`src/logic/sba_pkg.sv`:
```
// Shared constants and types of the system bus access unit
// Only 64-bit accesses and 32-bit addresses are supported
package sba_pkg;

  ////////////////////////////////////////////////////////////////////////////
  // Widths and memory size
  ////////////////////////////////////////////////////////////////////////////

  localparam int unsigned DmiAddrWidth = 7;
  localparam int unsigned SbDataWidth  = 32;
  localparam int unsigned SbWordWidth  = 64;
  // 256 words of 8 bytes, so byte addresses from 2048 up are out of range
  localparam int unsigned SbMemWords   = 256;
  localparam int unsigned SbIndexWidth = 8;

  ////////////////////////////////////////////////////////////////////////////
  // DMI register addresses
  ////////////////////////////////////////////////////////////////////////////

  localparam logic [DmiAddrWidth-1:0] DmiSbcs       = 7'h38;
  localparam logic [DmiAddrWidth-1:0] DmiSbAddress0 = 7'h39;
  localparam logic [DmiAddrWidth-1:0] DmiSbData0    = 7'h3C;
  localparam logic [DmiAddrWidth-1:0] DmiSbData1    = 7'h3D;

  ////////////////////////////////////////////////////////////////////////////
  // SBCS layout
  ////////////////////////////////////////////////////////////////////////////

  localparam int unsigned SbcsBusyError  = 22;
  localparam int unsigned SbcsBusy       = 21;
  localparam int unsigned SbcsReadOnAddr = 20;
  // Three bits wide
  localparam int unsigned SbcsAccessLsb  = 17;
  localparam int unsigned SbcsAutoIncr   = 16;
  localparam int unsigned SbcsReadOnData = 15;
  // Three bits wide
  localparam int unsigned SbcsErrorLsb   = 12;

  // Version 1, 32-bit addresses, 64-bit access only
  localparam logic [SbDataWidth-1:0] SbcsConstBits = {
    3'd1, 17'd0, 7'd32, 1'b0, 1'b1, 3'd0
  };

  localparam logic [2:0] SbAccess64 = 3'd3;

  ////////////////////////////////////////////////////////////////////////////
  // Types
  ////////////////////////////////////////////////////////////////////////////

  typedef enum logic {
    dmi_read  = 1'b0,
    dmi_write = 1'b1
  } dmi_op_e;

  typedef enum logic [2:0] {
    sb_reg_none     = 3'd0,
    sb_reg_sbcs     = 3'd1,
    sb_reg_address0 = 3'd2,
    sb_reg_data0    = 3'd3,
    sb_reg_data1    = 3'd4
  } sb_reg_e;

  // Codes follow the sberror field of the debug spec
  typedef enum logic [2:0] {
    sb_err_none     = 3'd0,
    sb_err_bad_addr = 3'd2,
    sb_err_align    = 3'd3,
    sb_err_size     = 3'd4
  } sb_error_e;

endpackage

```
`src/logic/sb_sequencer.sv`:
```
// Holds the system bus registers and launches one 64-bit access at a time
// Requests that collide with a busy access are dropped and flag sbbusyerror
`timescale 1ns/1ns

module sb_sequencer (
  input  logic                                clk_sys,
  input  logic                                rst_n_i,

  // Decoded register request
  input  logic                                req_valid_i,
  input  sba_pkg::dmi_op_e                    req_op_i,
  input  sba_pkg::sb_reg_e                    req_reg_i,
  input  logic [sba_pkg::SbDataWidth-1:0]     req_wdata_i,

  // Read response
  output logic                                dmi_rvalid_o,
  output logic [sba_pkg::SbDataWidth-1:0]     dmi_rdata_o,

  // Memory command and acknowledge
  output logic                                mem_req_o,
  output logic                                mem_we_o,
  output logic [sba_pkg::SbIndexWidth-1:0]    mem_index_o,
  output logic [sba_pkg::SbWordWidth-1:0]     mem_wdata_o,
  input  logic                                mem_ack_i,
  input  logic [sba_pkg::SbWordWidth-1:0]     mem_rdata_i
);

  // SBCS control and status
  logic                 sb_busy;
  logic                 sb_busy_error;
  sba_pkg::sb_error_e   sb_error;
  logic                 sb_read_on_addr;
  logic [2:0]           sb_access;
  logic                 sb_auto_incr;
  logic                 sb_read_on_data;

  logic [sba_pkg::SbDataWidth-1:0] sb_address0;
  logic [sba_pkg::SbDataWidth-1:0] sb_data0;
  logic [sba_pkg::SbDataWidth-1:0] sb_data1;

  logic wr_req;
  logic rd_req;
  logic sbcs_wr;
  logic busy_hit;
  logic trigger_write;
  logic trigger_read;
  logic start;
  logic launch;
  logic [sba_pkg::SbDataWidth-1:0] acc_addr;
  sba_pkg::sb_error_e              acc_err;
  logic [sba_pkg::SbDataWidth-1:0] rdata_mux;

  ////////////////////////////////////////////////////////////////////////////
  // Request classification
  ////////////////////////////////////////////////////////////////////////////

  assign wr_req  = req_valid_i && (req_op_i == sba_pkg::dmi_write);
  assign rd_req  = req_valid_i && (req_op_i == sba_pkg::dmi_read);
  assign sbcs_wr = wr_req && (req_reg_i == sba_pkg::sb_reg_sbcs);

  // SBCS stays writable while busy
  assign busy_hit = sb_busy && (
    (wr_req && (req_reg_i inside {sba_pkg::sb_reg_address0, sba_pkg::sb_reg_data0,
                                  sba_pkg::sb_reg_data1})) ||
    (rd_req && (req_reg_i == sba_pkg::sb_reg_data0)));

  assign trigger_write = !sb_busy && wr_req && (req_reg_i == sba_pkg::sb_reg_data0);
  assign trigger_read  = !sb_busy && (
    (wr_req && (req_reg_i == sba_pkg::sb_reg_address0) && sb_read_on_addr) ||
    (rd_req && (req_reg_i == sba_pkg::sb_reg_data0) && sb_read_on_data));

  // Sticky errors hold off every new access
  assign start  = (trigger_write || trigger_read) && !sb_busy_error &&
                  (sb_error == sba_pkg::sb_err_none);
  assign launch = start && (acc_err == sba_pkg::sb_err_none);

  // Read-on-address uses the address being written
  assign acc_addr = (req_reg_i == sba_pkg::sb_reg_address0) ? req_wdata_i : sb_address0;

  // Size first, then alignment, then range
  always_comb begin
    acc_err = sba_pkg::sb_err_none;
    if (sb_access != sba_pkg::SbAccess64) begin
      acc_err = sba_pkg::sb_err_size;
    end else if (acc_addr[2:0] != 3'b000) begin
      acc_err = sba_pkg::sb_err_align;
    end else if (acc_addr[sba_pkg::SbDataWidth-1:sba_pkg::SbIndexWidth+3] != '0) begin
      acc_err = sba_pkg::sb_err_bad_addr;
    end
  end

  // Register read mux
  always_comb begin
    rdata_mux = '0;
    case (req_reg_i)
      sba_pkg::sb_reg_sbcs: begin
        rdata_mux = sba_pkg::SbcsConstBits;
        rdata_mux[sba_pkg::SbcsBusyError]      = sb_busy_error;
        rdata_mux[sba_pkg::SbcsBusy]           = sb_busy;
        rdata_mux[sba_pkg::SbcsReadOnAddr]     = sb_read_on_addr;
        rdata_mux[sba_pkg::SbcsAccessLsb +: 3] = sb_access;
        rdata_mux[sba_pkg::SbcsAutoIncr]       = sb_auto_incr;
        rdata_mux[sba_pkg::SbcsReadOnData]     = sb_read_on_data;
        rdata_mux[sba_pkg::SbcsErrorLsb +: 3]  = sb_error;
      end
      sba_pkg::sb_reg_address0: rdata_mux = sb_address0;
      sba_pkg::sb_reg_data0:    rdata_mux = sb_data0;
      sba_pkg::sb_reg_data1:    rdata_mux = sb_data1;
      default:                  rdata_mux = '0;
    endcase
  end

  ////////////////////////////////////////////////////////////////////////////
  // Register state
  ////////////////////////////////////////////////////////////////////////////

  always_ff @(posedge clk_sys or negedge rst_n_i) begin
    if (!rst_n_i) begin
      dmi_rvalid_o    <= 1'b0;
      mem_req_o       <= 1'b0;
      sb_busy         <= 1'b0;
      sb_busy_error   <= 1'b0;
      sb_error        <= sba_pkg::sb_err_none;
      sb_read_on_addr <= 1'b0;
      sb_access       <= 3'd0;
      sb_auto_incr    <= 1'b0;
      sb_read_on_data <= 1'b0;
      sb_address0     <= '0;
      sb_data0        <= '0;
      sb_data1        <= '0;
    end else begin
      dmi_rvalid_o <= rd_req;
      mem_req_o    <= launch;

      if (launch) begin
        sb_busy <= 1'b1;
      end else if (mem_ack_i) begin
        sb_busy <= 1'b0;
      end

      // Error flags, set by the request or cleared by writing ones
      if (busy_hit) begin
        sb_busy_error <= 1'b1;
      end else if (sbcs_wr && req_wdata_i[sba_pkg::SbcsBusyError]) begin
        sb_busy_error <= 1'b0;
      end
      if (start && (acc_err != sba_pkg::sb_err_none)) begin
        sb_error <= acc_err;
      end else if (sbcs_wr) begin
        sb_error <= sba_pkg::sb_error_e'(sb_error & ~req_wdata_i[sba_pkg::SbcsErrorLsb +: 3]);
      end

      if (sbcs_wr) begin
        sb_read_on_addr <= req_wdata_i[sba_pkg::SbcsReadOnAddr];
        sb_access       <= req_wdata_i[sba_pkg::SbcsAccessLsb +: 3];
        sb_auto_incr    <= req_wdata_i[sba_pkg::SbcsAutoIncr];
        sb_read_on_data <= req_wdata_i[sba_pkg::SbcsReadOnData];
      end

      if (wr_req && !sb_busy) begin
        case (req_reg_i)
          sba_pkg::sb_reg_address0: sb_address0 <= req_wdata_i;
          sba_pkg::sb_reg_data0:    sb_data0    <= req_wdata_i;
          sba_pkg::sb_reg_data1:    sb_data1    <= req_wdata_i;
          default: ;
        endcase
      end

      // Access done, ack never overlaps a register write since busy is still set
      if (mem_ack_i) begin
        if (!mem_we_o) begin
          sb_data0 <= mem_rdata_i[31:0];
          sb_data1 <= mem_rdata_i[63:32];
        end
        if (sb_auto_incr) begin
          sb_address0 <= sb_address0 + 32'd8;
        end
      end
    end
  end

  // Response and command payload
  always_ff @(posedge clk_sys) begin
    if (rd_req) begin
      dmi_rdata_o <= rdata_mux;
    end
    if (launch) begin
      mem_we_o    <= trigger_write;
      mem_index_o <= acc_addr[sba_pkg::SbIndexWidth+2:3];
      mem_wdata_o <= {sb_data1, req_wdata_i};
    end
  end

endmodule

```
`config.mk`:
```
export PLATFORM = sky130hd
export DESIGN_NAME = sb_sequencer
export DESIGN_NICKNAME = d
export VERILOG_FILES = /design/src/logic/sba_pkg.sv /design/src/logic/sb_sequencer.sv
export SDC_FILE = /design/constraint.sdc
export NUM_CORES = 1
export LEC_CHECK = 0
export BUFFER_PORTS_ARGS = -buffer_cell sky130_fd_sc_hd__buf_2
export CORE_ASPECT_RATIO = 1.2
export CORE_MARGIN = 10
export CORE_UTILIZATION = 50
export CTS_CLUSTER_DIAMETER = 100
export DETAILED_ROUTE_END_ITERATION = 12
export PLACE_DENSITY = 0.75
export SYNTH_ARGS = -nofsm -noshare
export SYNTH_HDL_FRONTEND = slang
export SYNTH_SLANG_ARGS = --single-unit
```
`constraint.sdc`:
```
create_clock -name clk_sys -period 18.39 [get_ports clk_sys]
set_input_delay 2.7585 -clock clk_sys [delete_from_list [all_inputs] [get_ports clk_sys]]
set_output_delay 2.7585 -clock clk_sys [all_outputs]
set_load 0.03 [all_outputs]
```
After elaboration in Yosys (flattened, before gate mapping)
Index checks and enable logic that the tools add are counted.
- word-level logic and storage cells: 78
- input bits: 104
- register bits after elaboration: 214
- bitwise gates (word level): 3
- reductions and logical operators: 31
- multiplexer cells: 22
- equal/unequal tests: 5
- add/subtract/negate cells: 1
- operators with widths (cell ; count):
    32-bit two-way mux ; 12
    32-bit case mux with 4 select lines ; 1
    32-bit by 4-bit adder with 32-bit output (second input constant) ; 1
    21-bit nonzero test ; 1
    1-bit logical AND ; 17
    3-bit two-way mux ; 3
    3-bit nonzero test ; 3
    3-bit by 2-bit equality test with 1-bit output (second input constant) ; 2
    3-bit zero test ; 2
    2-bit nonzero test ; 3
    1-bit two-way mux ; 4
    2-bit two-way mux ; 2
    3-bit bitwise AND ; 1
    3-bit by 1-bit equality test with 1-bit output (second input constant) ; 1
    3-bit equality test (second input constant) ; 1
    1-bit logical OR ; 3
    3-bit by 2-bit inequality test with 1-bit output (second input constant) ; 1
    3-bit NOT ; 1
    1-bit zero test ; 2
    1-bit NOT ; 1

Depth between registers and ports, before layout
- word-level depth: 11
- gate-level depth with buffers: 7
- mapped depth without buffers: 6

Worst setup path before layout
Ideal clock, no wire load.
- path kind: input to register
- start point: in req_reg_i[0]
- end point: reg mem_req_o
- path slack: 8763 ps
- arrival time: 8985 ps
- stages on the path: 6
- setup time: 642 ps
- data required time: 17748 ps
- path buffers: 1
- path through: buf_4 -> or3b_4 -> or4_4 -> o22ai_2 -> nand2_1 -> nor3_1
- cells in the longest elaborated chain, start to end: 9
- elaborated cells between the ends (all ways): 20
- ends and longest elaborated chain (what ; line ; source):
    from (decl) ; sb_sequencer.sv:12 ; input sba_pkg::sb_reg_e req_reg_i,
    parallel branches: the longest is 8 deep, another holds 32-bit two-way mux ; - ;
    1-bit logical AND * ; sb_sequencer.sv:75 ; assign launch = start && (acc_err == sba_pkg::sb_err_none);
    net launch ; sb_sequencer.sv:48 ; logic launch;
    to (signal assigned) ; sb_sequencer.sv:133 ; mem_req_o <= launch;
    to (decl) ; sb_sequencer.sv:20 ; output logic mem_req_o,
Mark *: on every way through the listed nets, which the timed path passes.
A chain may end at the register's enable or synchronous reset.

Worst setup path after layout
- start point: in req_reg_i[0]
- end point: reg mem_wdata_o[39] (netlist bit) (enable)
- cells in the longest elaborated chain, start to end: 9
- elaborated cells between the ends (all ways): 20
- ends and longest elaborated chain (what ; line ; source):
    parallel branches: the longest is 8 deep, another holds 32-bit two-way mux ; - ;
    1-bit logical AND * ; sb_sequencer.sv:75 ;
    net launch ; sb_sequencer.sv:48 ;
    to (signal assigned) ; sb_sequencer.sv:190 ; mem_wdata_o <= {sb_data1, req_wdata_i};
    to (decl) ; sb_sequencer.sv:23 ; output logic [sba_pkg::SbWordWidth-1:0] mem_wdata_o,
Marks and branches as above.

==> impl_results.md <==
* Outcome: completed
* Post-placement setup slack at approximately 12,000 ps
* Maximum count of clock buffers along a single path at 3
* Setup total negative slack at 0 ps
* Net Count, Synth at ~920
* Areal power density over the cells at between 100 and 150 nW/um2
* Clock tree from TritonCTS: yes
* Register-to-register setup slack at 15,580 ps
* Gr ovfl total at 0
* Number of hold violations in the final report at 0
* Worst Path Max Fanout at 74
* Met2 track demand over resource in global routing at a little over a third
* RD Place Congestion at ~0.93
* Pins Over Slew Limit at 0
* RSZ-0062 raised after global routing: no
* Hold path cells at 0
* Share of the core filled with cells in the final layout at between 60% and 70%
* Count of instances resized after the clock tree is built at 0
* Peak ir drop on the vdd network at 0.00007518 V
* Arr. time, crit path at 5680 ps
* Cell count after placement at roughly 1,200
* Mapped Area at around 9500 um2
* Residual antenna-violating net count after detailed routing at 0
* Number of sinks on the clock net at 214
* Crit path setup slack, layout at around 13,000 ps
* Post-CTS Setup Bufs at 0
* Cell Count, Final, Fillers Out at roughly 1,300
* Library cell used as clock root buffer: sky130_fd_sc_hd__clkbuf_16
* Area of the core at 18,790 um2
* Initial DRC Count at 618
* Met3 track utilization from global routing at 4.544%
* Clk_lat worst skew at roughly 500 ps
* Ratio of final minimum period to clock period at a little under a third
* Setup violators final at 0
* Dominant cell type by area after synthesis: sky130_fd_sc_hd__edfxtp_1
* Die Area at between 20,000 and 25,000 um2
* Number of search-and-repair iterations in the first detailed-routing pass at 5
* Crit path launch type: input port
* Asr flop ratio synth at 50.93%
* Tightest Hold Check Type: register to register
* Via count of the first global-routing pass at around 7,500
* Critical Setup Path Class: input port to register
* Highest Clock Rate at about 0.18 GHz
* Clk pin slew, worst setup/hold paths at around 60 ps
* Wire length reported by the detailed router at roughly 27,000 um
* Vias per cell at about 5.8
* Final min period at ~5600 ps
* H-Tree Level Count at 1
* Predominant post-synthesis flop cell: sky130_fd_sc_hd__dfrtp_1
* Antenna violations before repair at 1
* First-pass GRT wire length at about 43,000 um
* Post-synthesis cell type count at between 60 and 70
* Critical Path Sink Type: register
* Met1 layer usage reported by global route at around a quarter
* Dpl hpwl at 18,410 um
* TritonCTS buffer count at 22
* Remaining max-slew budget at the tightest pin at between 10% and 20%
* Total number of nets in the final design at between 1,000 and 1,500
* Startpoint of the most critical hold path: sb_data1[26]$_DFF_PN0_
* Top-area cell type share of the netlist area at between 30% and 40%
* Synthesized area divided by synthesized cell count at between 10 and 15 um2
* Endpoint required time on the critical path at 18,510 ps
* Diode insertion count for antenna repair at 0
* FF-to-FF Start: sb_address0[2]$_DFFE_PN0P_
* Endpoint with the worst hold slack: mem_wdata_o[58]$_DFFE_PP_
* YS warnings at 0
* Rows at 55
* Overall global routing resource usage at 21.05%
* Floorplan die height at around 170 um
* Die outline width at 145.8 um
* Total number of vias at about 7,300
* Max-cap violations at 0
* Total leakage power at between 4 and 5 nW
* Number of enable-type register cells in the synthesized netlist at between 100 and 150
* Largest cells by area after synthesis: sky130_fd_sc_hd__edfxtp_1, sky130_fd_sc_hd__dfrtp_1, sky130_fd_sc_hd__mux2i_1
* Skew final at 9.009 ps
* PortBufs at between 200 and 250
* Syn-to-layout area delta at 20.12%
* Maximum number of pins on one net before global-route repair at 75
* Critical R2R Capture: mem_wdata_o[39]$_DFFE_PP_
* Cell count after synthesis at around 810
* DRC errors left at 0
* Number of ports placed on the die boundary at about 210
* Starting Density at between 50% and 60%
* #FFs+latches synth at 214
* Sequential area share after synthesis at between 60% and 70%
* Fraction of layout cells with a size suffix above 1 at 27.28%
* Peak-usage layer in the global routing report: met2
* Hold-fix buffer count after cts at 0
* Worst Tran Pin Value at ~1200 ps
* WL per Instance at 21.17 um
* R2r worst-path depth at 5
## placed cells by master, fill, tap and decap left out, types with 5 or more instances in the layout
master,n
sky130_fd_sc_hd__mux2_2,6
sky130_fd_sc_hd__a211oi_1,9
sky130_fd_sc_hd__buf_4,8
sky130_fd_sc_hd__mux2i_1,84
sky130_fd_sc_hd__edfxtp_1,105
sky130_fd_sc_hd__o21ai_1,17
sky130_fd_sc_hd__a22oi_1,22
sky130_fd_sc_hd__nor3_1,14
sky130_fd_sc_hd__nand2_1,152
sky130_fd_sc_hd__o31ai_1,5
sky130_fd_sc_hd__nor4_1,10
sky130_fd_sc_hd__a21oi_1,14
sky130_fd_sc_hd__inv_1,5
sky130_fd_sc_hd__clkbuf_16,24
sky130_fd_sc_hd__nand3_1,15
sky130_fd_sc_hd__buf_2,209
sky130_fd_sc_hd__and3_1,13
sky130_fd_sc_hd__dfrtp_1,109
sky130_fd_sc_hd__nor2_1,26
sky130_fd_sc_hd__clkinv_2,5
sky130_fd_sc_hd__nand4_1,5
sky130_fd_sc_hd__o21ai_0,84
sky130_fd_sc_hd__clkbuf_1,7
## flip-flops by register name, indices dropped and copies added, names as in the netlist, 3 cells and up
register,flops
dmi_rdata_o,32
mem_index_o,8
mem_wdata_o,64
sb_access,3
sb_address0,32
sb_data0,32
sb_data1,32
sb_error,3
## per-stage QoR
| step | hold WS [ps] | power (mW) | area (um2) |
|---|---|---|---|
| global route | 477.8 | 1.223 | 11400 |
| global placement | 455.7 | 0.7481 | 10710 |
| detailed placement | 455.3 | 0.7537 | 10710 |
| floorplan | 445.8 | 0.6899 | 9490 |
| finish | 474.9 | 1.176 | 11400 |
| CTS | 474.3 | 1.180 | 11400 |
## cells in the mapped netlist, types with 4 or more instances
library cell	n
sky130_fd_sc_hd__nand2_1	152
sky130_fd_sc_hd__dfrtp_1	109
sky130_fd_sc_hd__edfxtp_1	105
sky130_fd_sc_hd__mux2i_1	84
sky130_fd_sc_hd__o21ai_0	84
sky130_fd_sc_hd__clkbuf_1	29
sky130_fd_sc_hd__nor2_1	26
sky130_fd_sc_hd__a22oi_1	22
sky130_fd_sc_hd__o21ai_1	17
sky130_fd_sc_hd__nand3_1	15
sky130_fd_sc_hd__nor3_1	15
sky130_fd_sc_hd__a21oi_1	14
sky130_fd_sc_hd__and3_1	13
sky130_fd_sc_hd__nor4_1	10
sky130_fd_sc_hd__a211oi_1	9
sky130_fd_sc_hd__buf_4	9
sky130_fd_sc_hd__mux2_2	6
sky130_fd_sc_hd__buf_2	5
sky130_fd_sc_hd__inv_1	5
sky130_fd_sc_hd__nand4_1	5
sky130_fd_sc_hd__o31ai_1	5
sky130_fd_sc_hd__a311oi_1	4
sky130_fd_sc_hd__a31oi_1	4
sky130_fd_sc_hd__buf_1	4
sky130_fd_sc_hd__o22ai_1	4
## worst max path at each step
| stage | start | end | slack, ps | cells after the start |
|---|---|---|---|---|
| CTS | req_reg_i[0] | mem_wdata_o[63]$_DFFE_PP_ | 12870 | 7 |
| floorplan | req_reg_i[0] | mem_req_o$_DFF_PN0_ | 8760 | 6 |
| global route | req_reg_i[0] | mem_wdata_o[38]$_DFFE_PP_ | 12650 | 7 |
| detailed placement | req_reg_i[0] | mem_wdata_o[0]$_DFFE_PP_ | 12350 | 7 |
| global placement | req_reg_i[0] | mem_wdata_o[26]$_DFFE_PP_ | 12460 | 7 |
| finish | req_reg_i[0] | mem_wdata_o[39]$_DFFE_PP_ | 12830 | 7 |
## power breakdown
group	total, mW	switching (mW)	internal, mW
combinational	0.148	0.0883	0.0601
sequential	0.599	0.0503	0.548
clock	0.428	0.182	0.247
total	1.18	0.320	0.855
## layer usage
metal,routed length [um],share of wire (%)
met5,13,0.048
met1,10870,40
met4,629,2.3
met2,13410,50
met3,2072,7.7
## cells by family (layout without fill, tap and decap cells)
kind of cell,after synthesis,after routing,share of synthesized area [%]
simple gates,269,269,13.50
flops,214,214,61.96
compound gates,182,182,11.97
mux,90,90,9.572
buf+inv,55,262,2.768
fa+ha+maj,1,1,0.1318
xor+xnor,1,1,0.09230
## critical path: stages
cell,delay [ps]
sky130_fd_sc_hd__buf_2,630
sky130_fd_sc_hd__nor3b_4,300
sky130_fd_sc_hd__or4_1,540
sky130_fd_sc_hd__o22ai_2,240
sky130_fd_sc_hd__nand2_1,130
sky130_fd_sc_hd__nor3_2,190
sky130_fd_sc_hd__buf_4,780
## layout make-up
cell class | count | area, um2
Multi-Input combinational cell | 543 | 3382
Fill cell | 1546 | 7387
Timing Repair Buffer | 217 | 1106
Clock buffer | 33 | 654.4
Tap cell | 256 | 320.3
Inverter | 5 | 18.77
Sequential cell | 214 | 5881
Clock inverter | 7 | 37.54
(Power assumes the default switching activity.)
