==> src/logic/sba_pkg.sv <==
// Shared constants and types of the system bus access unit
// Only 64-bit accesses and 32-bit addresses are supported
package sba_pkg;

  ////////////////////////////////////////////////////////////////////////////
  // Widths and memory size
  ////////////////////////////////////////////////////////////////////////////

  localparam int unsigned DmiAddrWidth = 7;
  localparam int unsigned SbDataWidth  = 32;
  localparam int unsigned SbWordWidth  = 64;
  // 256 words of 8 bytes, so byte addresses from 2048 up are out of range
  localparam int unsigned SbMemWords   = 256;
  localparam int unsigned SbIndexWidth = 8;

  ////////////////////////////////////////////////////////////////////////////
  // DMI register addresses
  ////////////////////////////////////////////////////////////////////////////

  localparam logic [DmiAddrWidth-1:0] DmiSbcs       = 7'h38;
  localparam logic [DmiAddrWidth-1:0] DmiSbAddress0 = 7'h39;
  localparam logic [DmiAddrWidth-1:0] DmiSbData0    = 7'h3C;
  localparam logic [DmiAddrWidth-1:0] DmiSbData1    = 7'h3D;

  ////////////////////////////////////////////////////////////////////////////
  // SBCS layout
  ////////////////////////////////////////////////////////////////////////////

  localparam int unsigned SbcsBusyError  = 22;
  localparam int unsigned SbcsBusy       = 21;
  localparam int unsigned SbcsReadOnAddr = 20;
  // Three bits wide
  localparam int unsigned SbcsAccessLsb  = 17;
  localparam int unsigned SbcsAutoIncr   = 16;
  localparam int unsigned SbcsReadOnData = 15;
  // Three bits wide
  localparam int unsigned SbcsErrorLsb   = 12;

  // Version 1, 32-bit addresses, 64-bit access only
  localparam logic [SbDataWidth-1:0] SbcsConstBits = {
    3'd1, 17'd0, 7'd32, 1'b0, 1'b1, 3'd0
  };

  localparam logic [2:0] SbAccess64 = 3'd3;

  ////////////////////////////////////////////////////////////////////////////
  // Types
  ////////////////////////////////////////////////////////////////////////////

  typedef enum logic {
    dmi_read  = 1'b0,
    dmi_write = 1'b1
  } dmi_op_e;

  typedef enum logic [2:0] {
    sb_reg_none     = 3'd0,
    sb_reg_sbcs     = 3'd1,
    sb_reg_address0 = 3'd2,
    sb_reg_data0    = 3'd3,
    sb_reg_data1    = 3'd4
  } sb_reg_e;

  // Codes follow the sberror field of the debug spec
  typedef enum logic [2:0] {
    sb_err_none     = 3'd0,
    sb_err_bad_addr = 3'd2,
    sb_err_align    = 3'd3,
    sb_err_size     = 3'd4
  } sb_error_e;

endpackage

==> src/logic/dmi_decoder.sv <==
// First pipeline stage, one request per cycle and no stall
// Unknown register addresses pass through as the none register
`timescale 1ns/1ns

module dmi_decoder (
  input  logic                                clk_sys,
  input  logic                                rst_n_i,

  // Raw host request
  input  logic                                dmi_valid_i,
  input  sba_pkg::dmi_op_e                    dmi_op_i,
  input  logic [sba_pkg::DmiAddrWidth-1:0]    dmi_addr_i,
  input  logic [sba_pkg::SbDataWidth-1:0]     dmi_wdata_i,

  // Decoded request, one cycle later
  output logic                                req_valid_o,
  output sba_pkg::dmi_op_e                    req_op_o,
  output sba_pkg::sb_reg_e                    req_reg_o,
  output logic [sba_pkg::SbDataWidth-1:0]     req_wdata_o
);

  ////////////////////////////////////////////////////////////////////////////
  // Address decode
  ////////////////////////////////////////////////////////////////////////////

  sba_pkg::sb_reg_e reg_dec;

  always_comb begin
    case (dmi_addr_i)
      sba_pkg::DmiSbcs: begin
        reg_dec = sba_pkg::sb_reg_sbcs;
      end
      sba_pkg::DmiSbAddress0: begin
        reg_dec = sba_pkg::sb_reg_address0;
      end
      sba_pkg::DmiSbData0: begin
        reg_dec = sba_pkg::sb_reg_data0;
      end
      sba_pkg::DmiSbData1: begin
        reg_dec = sba_pkg::sb_reg_data1;
      end
      default: begin
        // SBAddress1 and every other DM register land here
        reg_dec = sba_pkg::sb_reg_none;
      end
    endcase
  end

  ////////////////////////////////////////////////////////////////////////////
  // Request register
  ////////////////////////////////////////////////////////////////////////////

  // Valid strobe
  always_ff @(posedge clk_sys or negedge rst_n_i) begin
    if (!rst_n_i) begin
      req_valid_o <= 1'b0;
    end else begin
      req_valid_o <= dmi_valid_i;
    end
  end

  // Payload only moves with a request
  always_ff @(posedge clk_sys) begin
    if (dmi_valid_i) begin
      req_op_o    <= dmi_op_i;
      req_reg_o   <= reg_dec;
      req_wdata_o <= dmi_wdata_i;
    end
  end

endmodule

==> config.mk <==
export PLATFORM = sky130hd
export DESIGN_NAME = dmi_decoder
export DESIGN_NICKNAME = d
export VERILOG_FILES = /design/src/logic/sba_pkg.sv /design/src/logic/dmi_decoder.sv
export SDC_FILE = /design/constraint.sdc
export NUM_CORES = 1
export LEC_CHECK = 0
export ABC_AREA = 1
export BUFFER_PORTS_ARGS = -buffer_cell sky130_fd_sc_hd__clkbuf_2
export CAP_MARGIN = 20
export CORE_MARGIN = 2
export CORE_UTILIZATION = 40
export CTS_CLUSTER_DIAMETER = 40
export DETAILED_ROUTE_END_ITERATION = 8
export MAX_ROUTING_LAYER = met4
export PLACE_DENSITY_LB_ADDON = 0.25
export SYNTH_ARGS = -nofsm -noshare
export SYNTH_HDL_FRONTEND = slang
export SYNTH_SLANG_ARGS = --single-unit
==> constraint.sdc <==
create_clock -name clk_sys -period 0.8 [get_ports clk_sys]
set_input_delay 0.24 -clock clk_sys [delete_from_list [all_inputs] [get_ports clk_sys]]
set_output_delay 0.24 -clock clk_sys [all_outputs]
set_load 0.005 [all_outputs]
Word level (Yosys, flattened, before mapping)
Index checks and enable logic that the tools add are counted.
{ "totals": {"register_bits": 37, "in_bits": 43, "output_inout_bits": 37, "elab_cells": 9} }
{ "op_classes": {"n_eq_ne": 4, "muxes": 1} }
{ "op_table": {"columns": ["cell", "n"], "rows": [
  ["7-bit by 6-bit equality test with 1-bit output, second input constant", 4],
  ["3-bit one-hot mux with 4 select lines", 1]
]} }

Logic depth before layout (Yosys ltp)
Gate-level depths: netlist (run 1).
{ "logic_depth": {"ltp_word": 2, "mapped_depth": 5, "depth_no_buf": 5} }

Worst setup path before layout (run 1)
No wires, ideal clock.
{ "synth_timing": {"path_type": "input port to flip-flop", "from": "in dmi_addr_i[0] in the netlist's numbering", "to": "reg req_reg_o[1] (data pin)", "setup_time_ns": 0.253, "t_arrival_ns": 0.440, "t_required_ns": 0.547, "setup_slack_ns": 0.107, "path_stages": 5, "n_path_buf": 0, "path_cell_list": "inv_2 > nand2_2 > nor2_1 > nand2_1 > nand2_1"} }
{ "synth_between": {"elab_chain_len": 2, "word_cells_on_any_way": 5, "cone_classes": "4 x eq/ne; 1 x mux"} }
{ "synth_lines": {"columns": ["element", "line", "rtl"], "rows": [
  ["start, declared", "dmi_decoder.sv:12", "input logic [sba_pkg::DmiAddrWidth-1:0] dmi_addr_i,"],
  ["7-bit by 6-bit equality test with 1-bit output", "dmi_decoder.sv:29", "case (dmi_addr_i)"],
  ["3-bit one-hot mux with 4 select lines (*)", "dmi_decoder.sv:29", null],
  ["named net reg_dec[1]", "dmi_decoder.sv:26", "sba_pkg::sb_reg_e reg_dec;"],
  ["end signal, assigned", "dmi_decoder.sv:66", "req_reg_o <= reg_dec;"],
  ["end, declared", "dmi_decoder.sv:18", "output sba_pkg::sb_reg_e req_reg_o,"]
]} }
The timed path passes the listed nets; every way through them passes the cells marked *.
A chain may end at the register's enable or synchronous reset.

Worst setup path after layout (run 1)
{ "layout_timing": {"from": "reg req_wdata_o[12] in the netlist's numbering", "to": "out req_wdata_o[12] in the netlist's numbering"} }
{ "layout_rtl": {"columns": ["element", "line", "rtl"], "rows": [
  ["start, declared", "dmi_decoder.sv:19", "output logic [sba_pkg::SbDataWidth-1:0] req_wdata_o"],
  ["start signal, assigned", "dmi_decoder.sv:67", "req_wdata_o <= dmi_wdata_i;"]
]} }
No word-level cell between the ends.

==> qor.json, run 1 <==
{
  "run_status": "finished with violations",
  "failing_checks": "setup timing",
  "coreArea_um2": 2780,
  "timing.slew.headroom_pct": 86.1,
  "crit_path_cell_trace": "clkbuf_2",
  "clock_tree.buffer_depth": 2,
  "hold_viol_final": 0,
  "area.sequential_um2": 1110,
  "power_density_nw_per_um2": 2070,
  "clock_power_share_pct": 24.8,
  "dp.final_hpwl_mm": 1.75,
  "drt_wl_total_mm": 2.20,
  "crit_fanout": 1,
  "path_delay_family": "flip-flops",
  "switching_power_w": 0.000732,
  "internal_power_w": 0.00280,
  "timing.final.ws_setup_ns": -0.290,
  "mappedNetlistNets": 98,
  "dpl-instance-area_um2": 1650,
  "place.detailed.instances": 167,
  "dr_total_vias": 792,
  "cts_tree": "done",
  "overall_routing_resource_usage_pct": 13.2,
  "num-fill-cells": 219,
  "criticalPathCategory": "flop to output pin",
  "holdCritPathClass": "primary input to flop",
  "synth.yosys.seq_area_share_pct": 93.1,
  "tightest_slew_ns": 0.206,
  "place_congestion": 0.640,
  "netlist_area_um2": 1190,
  "cts_sinks": 37,
  "wire_length_of_the_first_global_routing_pass_mm": 3.00,
  "layout.cells.most_common": "sky130_fd_sc_hd__clkbuf_2",
  "ys.warnings.count": 0,
  "placement.io_buffers": 79,
  "worst_setup_path_end_kind": "output pin",
  "fmax_mhz": 918,
  "vias_in_the_first_global_route": 722,
  "layout-drive-gt1-share_pct": 64.1,
  "share_comb_of_total_power_pct": 9.6,
  "syn-mean-instance-area_um2": 21.6,
  "rsz0062_at_grt": "yes",
  "initial_core_util_pct": 42.7,
  "fin_crit_sh_pct": 136,
  "synth_cell_types": 11,
  "p_leak_nw": 0.787,
  "critical-path-slowest-cell": "sky130_fd_sc_hd__edfxtp_1",
  "timing.final.setup_violations": 37,
  "slew_violations": 0,
  "grt_antenna_before_repair": 0,
  "seq_power_share_pct": 65.6,
  "detail_route.iter0.violations": 2,
  "drtAntennaViolNets": 0,
  "cts.root.buffer_cell": "sky130_fd_sc_hd__clkbuf_4",
  "final_net_count": 187,
  "period_needed_ns": 1.09,
  "dieHeight_um": 58.5,
  "core.rowCount": 19,
  "synth-seq-cells": 37,
  "post_cts_repair_setup_buffers": 0,
  "finalNonFillerCells": 176,
  "crit_path_start_kind": "flop",
  "final_design_area_no_fill_um2": 1710,
  "cpPeakStageDelay_ns": 0.40,
  "routedWlPerCell_um": 12.5,
  "dieWidth_um": 58.5,
  "cp.arrival_ns": 0.85,
  "ir_worst_vdd_mv": 1.73,
  "grt_start_max_net_pins": 28,
  "worstPathRequired_ns": 0.56,
  "area_occupied_by_multi_input_gates_um2": 67.6,
  "viasPerCell": 4.50,
  "maxCapViolations": 0,
  "area_growth_pct": 44.0,
  "most-common-layout-cells": "78 x sky130_fd_sc_hd__clkbuf_2, 36 x sky130_fd_sc_hd__edfxtp_1, 5 x sky130_fd_sc_hd__nand2_1, 5 x sky130_fd_sc_hd__clkbuf_4, 3 x sky130_fd_sc_hd__nor2_1",
  "fp.dieArea_um2": 3420,
  "design_power_w": 0.00354,
  "clk_pin_slew_worst_paths_ns": 0.10,
  "tritoncts.num_buffers": 5,
  "htree_num_levels": 2,
  "drc": 0,
  "postSynthCellCount": 55,
  "switching_fraction_pct": 20.7,
  "design.portCount": 80,
  "critical_path_buf_inv_count": 1,
  "antenna_cells": 0,
  "grt.overflow.total": 0,
  "drt_pass1_iterations": 2
}
-- cell type report --
class,instances,share of cell area [%]
Tap cell,31,2.27
Sequential cell,37,64.6
Clock buffer,6,2.41
Multi-Input combinational cell,14,3.95
Timing Repair Buffer,82,25.3
Clock inverter,2,0.585
Inverter,4,0.877
-- path summary, 6_finish.rpt --
path / from / endpoint / slack, ns / cells after the start
max: req_wdata_o[12]$_DFFE_PP_ / req_wdata_o[12] / -0.29 / 1
min: dmi_wdata_i[24] / req_wdata_o[24]$_DFFE_PP_ / 0.08 / 1
max in group asynchronous: rst_n_i / req_valid_o$_DFF_PN0_ / 0.51 / 2
min in group asynchronous: rst_n_i / req_valid_o$_DFF_PN0_ / 0.21 / 2
-- routing by layer --
metal / global-route usage [%] / up-vias / wire length [µm]
met5: - / - / 0
met4: 9.30 / 0 / 65
met3: 5.49 / 8 / 233
met2: 24.2 / 44 / 1220
met1: 9.96 / 357 / 678
li1: - / 383 / -
-- repair_timing --
action,CTS,global route
setup endpoints to repair,37,37
pin swaps,0,0
hold endpoints to repair,1,0
hold buffers,1,0
resized for setup,0,1
-- Yosys cell counts --
master	number	area share, %
sky130_fd_sc_hd__nand3_1	2	0.84
sky130_fd_sc_hd__nand2_2	1	0.53
sky130_fd_sc_hd__nor2_2	1	0.53
sky130_fd_sc_hd__nor3_1	1	0.42
sky130_fd_sc_hd__edfxtp_1	36	91
sky130_fd_sc_hd__inv_1	2	0.63
sky130_fd_sc_hd__nor2_1	3	0.95
sky130_fd_sc_hd__nand2_1	5	1.6
sky130_fd_sc_hd__nor3_2	1	0.84
sky130_fd_sc_hd__dfrtp_1	1	2.1
sky130_fd_sc_hd__inv_2	2	0.63
-- logic make-up after synthesis --
| logic type | share of synthesized area, % |
|---|---|
| DFF | 93.1 |
| buffers and inverters | 1.26 |
| and+or+nand+nor | 5.68 |
-- power groups by stage --
| stage | logic, W | registers, W | clock network (W) |
|---|---|---|---|
| 2_1_floorplan | 0.0000209 | 0.00239 | 0 |
| 3_5_place_dp | 0.000341 | 0.00237 | 0 |
| 6_report | 0.000338 | 0.00232 | 0.000878 |
| 4_1_cts | 0.000346 | 0.00232 | 0.000921 |
| 3_3_place_gp | 0.000330 | 0.00236 | 0 |
| 5_1_grt | 0.000371 | 0.00233 | 0.00100 |
-- flip-flops by register name (all words and copies together) (netlist names) --
name,flops
req_valid_o,1
req_wdata_o,32
req_reg_o,3
req_op_o,1
-- through the flow --
step | TNS (ns) | worst slack (ns) | hold WS (ns) | utilization [%]
finish | -9.46 | -0.290 | 0.0784 | 61.5
floorplan | 0 | 0.107 | -0.0556 | -
global placement | -1.54 | -0.0441 | 0.0152 | 59.3
detailed placement | -2.05 | -0.0558 | 0.0168 | 59.3
global route | -11.58 | -0.361 | 0.0442 | 61.5
CTS | -10.29 | -0.313 | 0.0627 | 61.5
Note: power is estimated with default switching activity, not from simulation.
==> run 2: changes to the inputs <==
PLACE_DENSITY = 0.76   (was unset)
PLACE_DENSITY_LB_ADDON = unset   (was 0.25)
==> qor.json, run 2 (same netlist as run 1, synthesis figures left out) <==
{
  "htree_num_levels": {"value": 2, "change": "unchanged"},
  "holdWs": {"value": 0.0755, "unit": "ns", "change": "was 0.0784 ns"},
  "period_needed": {"value": 1.08, "unit": "ns", "change": "was 1.09 ns"},
  "path_delay_family": {"value": "flip-flops", "change": "unchanged"},
  "worst_setup_path_end_kind": {"value": "output pin", "change": "unchanged"},
  "drt_wl_total": {"value": 2.15, "unit": "mm", "change": "was 2.20 mm"},
  "maxCapViolations": {"value": 0, "change": "unchanged"},
  "run_status": {"value": "finished with violations", "change": "unchanged"},
  "initial_core_util": {"value": 42.7, "unit": "%", "change": "unchanged"},
  "routedWlPerCell": {"value": 12.2, "unit": "µm", "change": "was 12.5 µm"},
  "holdCritPathClass": {"value": "primary input to flop", "change": "unchanged"},
  "tightest_slew": {"value": 0.173, "unit": "ns", "change": "was 0.206 ns"},
  "dp.final_hpwl": {"value": 1.66, "unit": "mm", "change": "was 1.75 mm"},
  "final_net_count": {"value": 187, "change": "unchanged"},
  "crit_path_cell_trace": {"value": "clkbuf_2", "change": "unchanged"},
  "tritoncts.num_buffers": {"value": 5, "change": "unchanged"},
  "most-common-layout-cells": {"value": "79 x sky130_fd_sc_hd__clkbuf_2, 36 x sky130_fd_sc_hd__edfxtp_1, 5 x sky130_fd_sc_hd__nand2_1, 5 x sky130_fd_sc_hd__clkbuf_4, 3 x sky130_fd_sc_hd__nor2_1", "change": "was 78 x sky130_fd_sc_hd__clkbuf_2, 36 x sky130_fd_sc_hd__edfxtp_1, 5 x sky130_fd_sc_hd__nand2_1, 5 x sky130_fd_sc_hd__clkbuf_4, 3 x sky130_fd_sc_hd__nor2_1"},
  "design.portCount": {"value": 80, "change": "unchanged"},
  "antenna_cells": {"value": 0, "change": "unchanged"},
  "failing_checks": {"value": "setup timing", "change": "unchanged"},
  "wire_length_of_the_first_global_routing_pass": {"value": 3.22, "unit": "mm", "change": "was 3.00 mm"},
  "dieWidth": {"value": 58.5, "unit": "µm", "change": "unchanged"},
  "cts_sinks": {"value": 37, "change": "unchanged"},
  "drc": {"value": 0, "change": "unchanged"},
  "critical_path_buf_inv_count": {"value": 1, "change": "unchanged"},
  "power_density": {"value": 2080, "unit": "nW/µm²", "change": "was 2070 nW/µm²"},
  "grt_start_max_net_pins": {"value": 30, "change": "was 28"},
  "grt_antenna_before_repair": {"value": 0, "change": "unchanged"},
  "detail_route.iter0.violations": {"value": 7, "change": "was 2"},
  "fin_crit_sh": {"value": 135, "unit": "%", "change": "was 136%"},
  "overall_routing_resource_usage": {"value": 14.0, "unit": "%", "change": "was 13.2%"},
  "critical-path-slowest-cell": {"value": "sky130_fd_sc_hd__edfxtp_1", "change": "unchanged"},
  "ir_worst_vdd": {"value": 1.60, "unit": "mV", "change": "was 1.73 mV"},
  "post_cts_resized": {"value": 0, "change": "unchanged"},
  "largest_register_ffs": {"value": 32, "change": "unchanged"},
  "drt_pass1_iterations": {"value": 4, "change": "was 2"},
  "design_power": {"value": 0.00355, "unit": "W", "change": "was 0.00354 W"},
  "rsz0062_at_grt": {"value": "yes", "change": "unchanged"},
  "vias_in_the_first_global_route": {"value": 784, "change": "was 722"},
  "viasPerCell": {"value": 4.53, "change": "was 4.50"},
  "criticalPathCategory": {"value": "flop to output pin", "change": "unchanged"},
  "post_cts_repair_setup_buffers": {"value": 0, "change": "unchanged"},
  "cp.arrival": {"value": 0.84, "unit": "ns", "change": "was 0.85 ns"},
  "crit_fanout": {"value": 1, "change": "unchanged"},
  "placement.io_buffers": {"value": 79, "change": "unchanged"},
  "timing.final.setup_violations": {"value": 37, "change": "unchanged"},
  "top_register": {"value": "req_wdata_o", "change": "unchanged"},
  "clock_tree.buffer_depth": {"value": 2, "change": "unchanged"},
  "area_growth": {"value": 44.0, "unit": "%", "change": "unchanged"},
  "top_regs": {"value": "req_wdata_o x32, req_reg_o x3", "change": "unchanged"},
  "hold_viol_final": {"value": 0, "change": "unchanged"},
  "fp.dieArea": {"value": 3420, "unit": "µm²", "change": "unchanged"},
  "clk_pin_slew_worst_paths": {"value": 0.10, "unit": "ns", "change": "about the same"},
  "timing.slew.headroom": {"value": 88.4, "unit": "%", "change": "was 86.1%"},
  "cts.root.buffer_cell": {"value": "sky130_fd_sc_hd__clkbuf_4", "change": "unchanged"},
  "p_leak": {"value": 0.788, "unit": "nW", "change": "was 0.787 nW"},
  "coreArea": {"value": 2780, "unit": "µm²", "change": "unchanged"},
  "worstPathRequired": {"value": 0.56, "unit": "ns", "change": "about the same"},
  "timing.final.ws_setup": {"value": -0.279, "unit": "ns", "change": "was -0.290 ns"},
  "layout.cells.most_common": {"value": "sky130_fd_sc_hd__clkbuf_2", "change": "unchanged"},
  "slew_violations": {"value": 0, "change": "unchanged"},
  "dieHeight": {"value": 58.5, "unit": "µm", "change": "unchanged"},
  "grt.overflow.total": {"value": 0, "change": "unchanged"},
  "place_congestion": {"value": 0.629, "change": "was 0.640"},
  "layout-drive-gt1-share": {"value": 64.1, "unit": "%", "change": "unchanged"},
  "fmax": {"value": 927, "unit": "MHz", "change": "was 918 MHz"},
  "num-fill-cells": {"value": 221, "change": "was 219"},
  "cpPeakStageDelay": {"value": 0.39, "unit": "ns", "change": "was 0.40 ns"},
  "crit_path_start_kind": {"value": "flop", "change": "unchanged"},
  "drtAntennaViolNets": {"value": 0, "change": "unchanged"},
  "core.rowCount": {"value": 19, "change": "unchanged"},
  "dr_total_vias": {"value": 797, "change": "was 792"},
  "cts_tree": {"value": "done", "change": "unchanged"},
  "place_worst_setup_slack": {"value": -0.0772, "unit": "ns", "change": "was -0.0558 ns"}
}
==> run 2: changes by cell type in the layout (fill, tap and decap cells not counted), sizes merged <==
cell / change
clkbuf: +1
buf: -1
==> run 2: cell type report <==
class	count	area (µm²)	area share, %
Clock inverter	2	10.0	0.585
Sequential cell	37	1110	64.6
Multi-Input combinational cell	14	67.6	3.95
Tap cell	31	38.8	2.27
Clock buffer	6	41.3	2.41
Timing Repair Buffer	82	433	25.3
Inverter	4	15.0	0.877
==> run 2: path summary, 6_finish.rpt <==
| kind | startpoint | endpoint | slack, ns | depth (start not counted) |
|---|---|---|---|---|
| max | req_wdata_o[30]$_DFFE_PP_ | req_wdata_o[30] | -0.28 | 1 |
| min | dmi_wdata_i[12] | req_wdata_o[12]$_DFFE_PP_ | 0.08 | 1 |
| max in group asynchronous | rst_n_i | req_valid_o$_DFF_PN0_ | 0.52 | 2 |
| min in group asynchronous | rst_n_i | req_valid_o$_DFF_PN0_ | 0.20 | 2 |
==> run 2: report_power, final <==
group / total (W) / internal (W) / switching [W] / leakage (nW)
clock network: 0.000898 / 0.000335 / 0.000564 / 0.0320
logic: 0.000337 / 0.000184 / 0.000153 / 0.393
registers: 0.00232 / 0.00228 / 0.0000333 / 0.363
==> run 2: per-layer routing <==
layer	part of all wire (%)	wire [µm]	vias to the layer above	global-route usage, %
met2	50	1080	50	22.0
li1	-	-	383	-
met3	14	290	5	6.81
met4	1.7	37	0	7.97
met5	0	0	-	-
met1	34	735	359	14.1
==> run 2: per-stage QoR <==
step                util [%]  setup TNS, ns  instances  area (µm²)
floorplan                  -              0         55        1190
global placement        59.3          -1.62        167        1650
detailed placement      59.3          -2.24        167        1650
CTS                     61.5         -10.61        176        1710
global route            61.5         -11.58        176        1710
finish                  61.5          -9.55        176        1710
==> run 2: timing repair <==
action	in CTS	in global routing
endpoints found under the setup margin	37	37
hold buffers	1	0
endpoints found under the hold margin	1	0
==> run 3: changes to the inputs <==
==> constraint.sdc (replaced) <==
create_clock -name clk_sys -period 0.8 [get_ports clk_sys]
set_input_delay 0.04 -clock clk_sys [delete_from_list [all_inputs] [get_ports clk_sys]]
set_output_delay 0.04 -clock clk_sys [all_outputs]
set_load 0.005 [all_outputs]
==> qor.json, run 3 (same netlist as run 1, synthesis figures left out) <==
{
  "clock_tree.buffer_depth": {"value": 2, "change": "unchanged"},
  "area.sequential": {"value": 1110, "unit": "µm²", "change": "unchanged"},
  "top_register": {"value": "req_wdata_o", "change": "unchanged"},
  "place_worst_setup_slack": {"value": 0.123, "unit": "ns", "change": "was -0.0772 ns"},
  "cp.arrival": {"value": 0.86, "unit": "ns", "change": "was 0.84 ns"},
  "design_power": {"value": 0.00371, "unit": "W", "change": "was 0.00355 W"},
  "ir_worst_vdd": {"value": 1.64, "unit": "mV", "change": "was 1.60 mV"},
  "design.portCount": {"value": 80, "change": "unchanged"},
  "dp.final_hpwl": {"value": 1.66, "unit": "mm", "change": "unchanged"},
  "critical-path-slowest-cell": {"value": "sky130_fd_sc_hd__edfxtp_1", "change": "unchanged"},
  "slew_violations": {"value": 0, "change": "unchanged"},
  "top_regs": {"value": "req_wdata_o x32, req_reg_o x3", "change": "unchanged"},
  "hold_viol_final": {"value": 0, "change": "unchanged"},
  "cts.root.buffer_cell": {"value": "sky130_fd_sc_hd__clkbuf_4", "change": "unchanged"},
  "worst_setup_path_end_kind": {"value": "output pin", "change": "unchanged"},
  "antenna_cells": {"value": 0, "change": "unchanged"},
  "timing.final.setup_violations": {"value": 37, "change": "unchanged"},
  "cpPeakStageDelay": {"value": 0.40, "unit": "ns", "change": "was 0.39 ns"},
  "area_occupied_by_multi_input_gates": {"value": 67.6, "unit": "µm²", "change": "unchanged"},
  "layout.cells.most_common": {"value": "sky130_fd_sc_hd__clkbuf_2", "change": "unchanged"},
  "tritoncts.num_buffers": {"value": 5, "change": "unchanged"},
  "grt_start_max_net_pins": {"value": 30, "change": "unchanged"},
  "fmax": {"value": 1110, "unit": "MHz", "change": "was 927 MHz"},
  "final_design_area_no_fill": {"value": 2050, "unit": "µm²", "change": "was 1710 µm²"},
  "final_net_count": {"value": 221, "change": "was 187"},
  "origin_of_the_worst_setup_path": {"value": "req_wdata_o[26]$_DFFE_PP_", "change": "was req_wdata_o[30]$_DFFE_PP_"},
  "seq_power_share": {"value": 62.6, "unit": "%", "change": "was 65.2%"},
  "critical_path_cell_count": {"value": 1, "change": "unchanged"},
  "fin_crit_sh": {"value": 112, "unit": "%", "change": "was 135%"},
  "dr_total_vias": {"value": 926, "change": "was 797"},
  "run_status": {"value": "finished with violations", "change": "unchanged"},
  "path_delay_family": {"value": "flip-flops", "change": "unchanged"},
  "worstPathRequired": {"value": 0.76, "unit": "ns", "change": "was 0.56 ns"},
  "place_congestion": {"value": 0.629, "change": "about the same"},
  "timing.final.ws_setup": {"value": -0.0997, "unit": "ns", "change": "was -0.279 ns"},
  "switching_power": {"value": 0.000797, "unit": "W", "change": "was 0.000750 W"},
  "dieWidth": {"value": 58.5, "unit": "µm", "change": "unchanged"},
  "timing.slew.headroom": {"value": 87.9, "unit": "%", "change": "was 88.4%"},
  "area_growth": {"value": 72.6, "unit": "%", "change": "was 44.0%"},
  "clock_power_share": {"value": 24.6, "unit": "%", "change": "was 25.3%"},
  "placement.io_buffers": {"value": 79, "change": "unchanged"},
  "cts_tree": {"value": "done", "change": "unchanged"},
  "grt_antenna_before_repair": {"value": 0, "change": "unchanged"},
  "p_leak": {"value": 0.930, "unit": "nW", "change": "was 0.788 nW"},
  "cts_sinks": {"value": 37, "change": "unchanged"},
  "drtAntennaViolNets": {"value": 0, "change": "unchanged"},
  "largest_register_ffs": {"value": 32, "change": "unchanged"},
  "holdCritPathClass": {"value": "primary input to flop", "change": "unchanged"},
  "clk_pin_slew_worst_paths": {"value": 0.11, "unit": "ns", "change": "was 0.10 ns"},
  "power_density": {"value": 1810, "unit": "nW/µm²", "change": "was 2080 nW/µm²"},
  "dieHeight": {"value": 58.5, "unit": "µm", "change": "unchanged"},
  "detail_route.iter0.violations": {"value": 13, "change": "was 7"},
  "period_needed": {"value": 0.900, "unit": "ns", "change": "was 1.08 ns"},
  "drc": {"value": 0, "change": "unchanged"},
  "routedWlPerCell": {"value": 12.9, "unit": "µm", "change": "was 12.2 µm"},
  "worst_setup_path_endpoint": {"value": "req_wdata_o[26]", "change": "was req_wdata_o[30]"},
  "share_comb_of_total_power": {"value": 12.8, "unit": "%", "change": "was 9.5%"},
  "final.setup.tns": {"value": -2.39, "unit": "ns", "change": "was -9.55 ns"},
  "most-common-layout-cells": {"value": "79 x sky130_fd_sc_hd__clkbuf_2, 36 x sky130_fd_sc_hd__edfxtp_1, 35 x sky130_fd_sc_hd__dlygate4sd3_1, 5 x sky130_fd_sc_hd__nand2_1, 5 x sky130_fd_sc_hd__clkbuf_4", "change": "was 79 x sky130_fd_sc_hd__clkbuf_2, 36 x sky130_fd_sc_hd__edfxtp_1, 5 x sky130_fd_sc_hd__nand2_1, 5 x sky130_fd_sc_hd__clkbuf_4, 3 x sky130_fd_sc_hd__nor2_1"},
  "drt_pass1_iterations": {"value": 4, "change": "unchanged"},
  "criticalPathCategory": {"value": "flop to output pin", "change": "unchanged"},
  "maxCapViolations": {"value": 0, "change": "unchanged"},
  "tightest_slew": {"value": 0.180, "unit": "ns", "change": "was 0.173 ns"},
  "min_path_cells": {"value": 2, "change": "was 1"},
  "crit_fanout": {"value": 1, "change": "unchanged"},
  "switching_fraction": {"value": 21.5, "unit": "%", "change": "was 21.1%"},
  "core.rowCount": {"value": 19, "change": "unchanged"},
  "failing_checks": {"value": "setup timing", "change": "unchanged"},
  "vias_in_the_first_global_route": {"value": 988, "change": "was 784"},
  "dpl-instance-area": {"value": 1650, "unit": "µm²", "change": "unchanged"},
  "coreArea": {"value": 2780, "unit": "µm²", "change": "unchanged"},
  "layout-drive-gt1-share": {"value": 52.0, "unit": "%", "change": "was 64.1%"},
  "num-fill-cells": {"value": 178, "change": "was 221"},
  "rsz0062_at_grt": {"value": "yes", "change": "unchanged"},
  "crit_path_cell_trace": {"value": "clkbuf_2", "change": "unchanged"},
  "htree_num_levels": {"value": 2, "change": "unchanged"},
  "internal_power": {"value": 0.00291, "unit": "W", "change": "was 0.00280 W"},
  "grt.overflow.total": {"value": 0, "change": "unchanged"},
  "crit_path_start_kind": {"value": "flop", "change": "unchanged"},
  "critical_path_buf_inv_count": {"value": 1, "change": "unchanged"},
  "overall_routing_resource_usage": {"value": 17.5, "unit": "%", "change": "was 14.0%"},
  "fp.dieArea": {"value": 3420, "unit": "µm²", "change": "unchanged"},
  "viasPerCell": {"value": 4.41, "change": "was 4.53"},
  "wire_length_of_the_first_global_routing_pass": {"value": 4.11, "unit": "mm", "change": "was 3.22 mm"},
  "initial_core_util": {"value": 42.7, "unit": "%", "change": "unchanged"},
  "post_cts_repair_setup_buffers": {"value": 0, "change": "unchanged"},
  "drt_wl_total": {"value": 2.70, "unit": "mm", "change": "was 2.15 mm"}
}
run 3: cell types whose count changed in the layout (fill, tap and decap cells not counted):
cell,delta
sky130_fd_sc_hd__dlygate4sd3_1,+34
run 3: power by group through the flow:
stage          registers, W   logic, W  clock network [W]
3_5_place_dp        0.00237   0.000340                  0
4_1_cts             0.00232   0.000474           0.000953
3_3_place_gp        0.00236   0.000330                  0
6_report            0.00232   0.000475           0.000913
5_1_grt             0.00233   0.000521            0.00101
2_1_floorplan       0.00239  0.0000209                  0
run 3: final cells by class:
cell class,instances,share of cell area (%)
clock buffer,6,2.01
tap,31,1.89
multi-input combinational,14,3.29
sequential,37,53.9
timing repair buffer,116,37.7
clock inverter,2,0.488
inverter,4,0.732
run 3: metal layers:
metal / global-route usage (%) / part of all wire [%] / vias to the layer above
met4: 7.97 / 1.2 / 0
met2: 32.3 / 57 / 52
met3: 5.93 / 9.6 / 3
met1: 16.0 / 32 / 422
met5: - / 0 / -
li1: - / - / 449
run 3: repair_timing:
action / CTS / global route
hold buffers: 35 / 0
resized for setup: 0 / 0
endpoints found under the hold margin: 34 / 0
setup endpoints to repair: 37 / 37
run 3: metrics by stage:
stage / hold WS [ns] / std cells / utilization (%)
2_1_floorplan: -0.256 / 55 / -
3_3_place_gp: -0.180 / 167 / 59.3
3_5_place_dp: -0.181 / 167 / 59.3
4_1_cts: 0.0167 / 210 / 73.8
5_1_grt: 0.0381 / 210 / 73.8
6_report: 0.0374 / 210 / 73.8
run 3: how the worst min path moves through the flow:
stage | from | to
floorplan | rst_n_i | req_valid_o$_DFF_PN0_
global placement | rst_n_i | req_valid_o$_DFF_PN0_
detailed placement | rst_n_i | req_valid_o$_DFF_PN0_
CTS | dmi_valid_i | req_valid_o$_DFF_PN0_
global route | dmi_valid_i | req_valid_o$_DFF_PN0_
finish | dmi_valid_i | req_valid_o$_DFF_PN0_
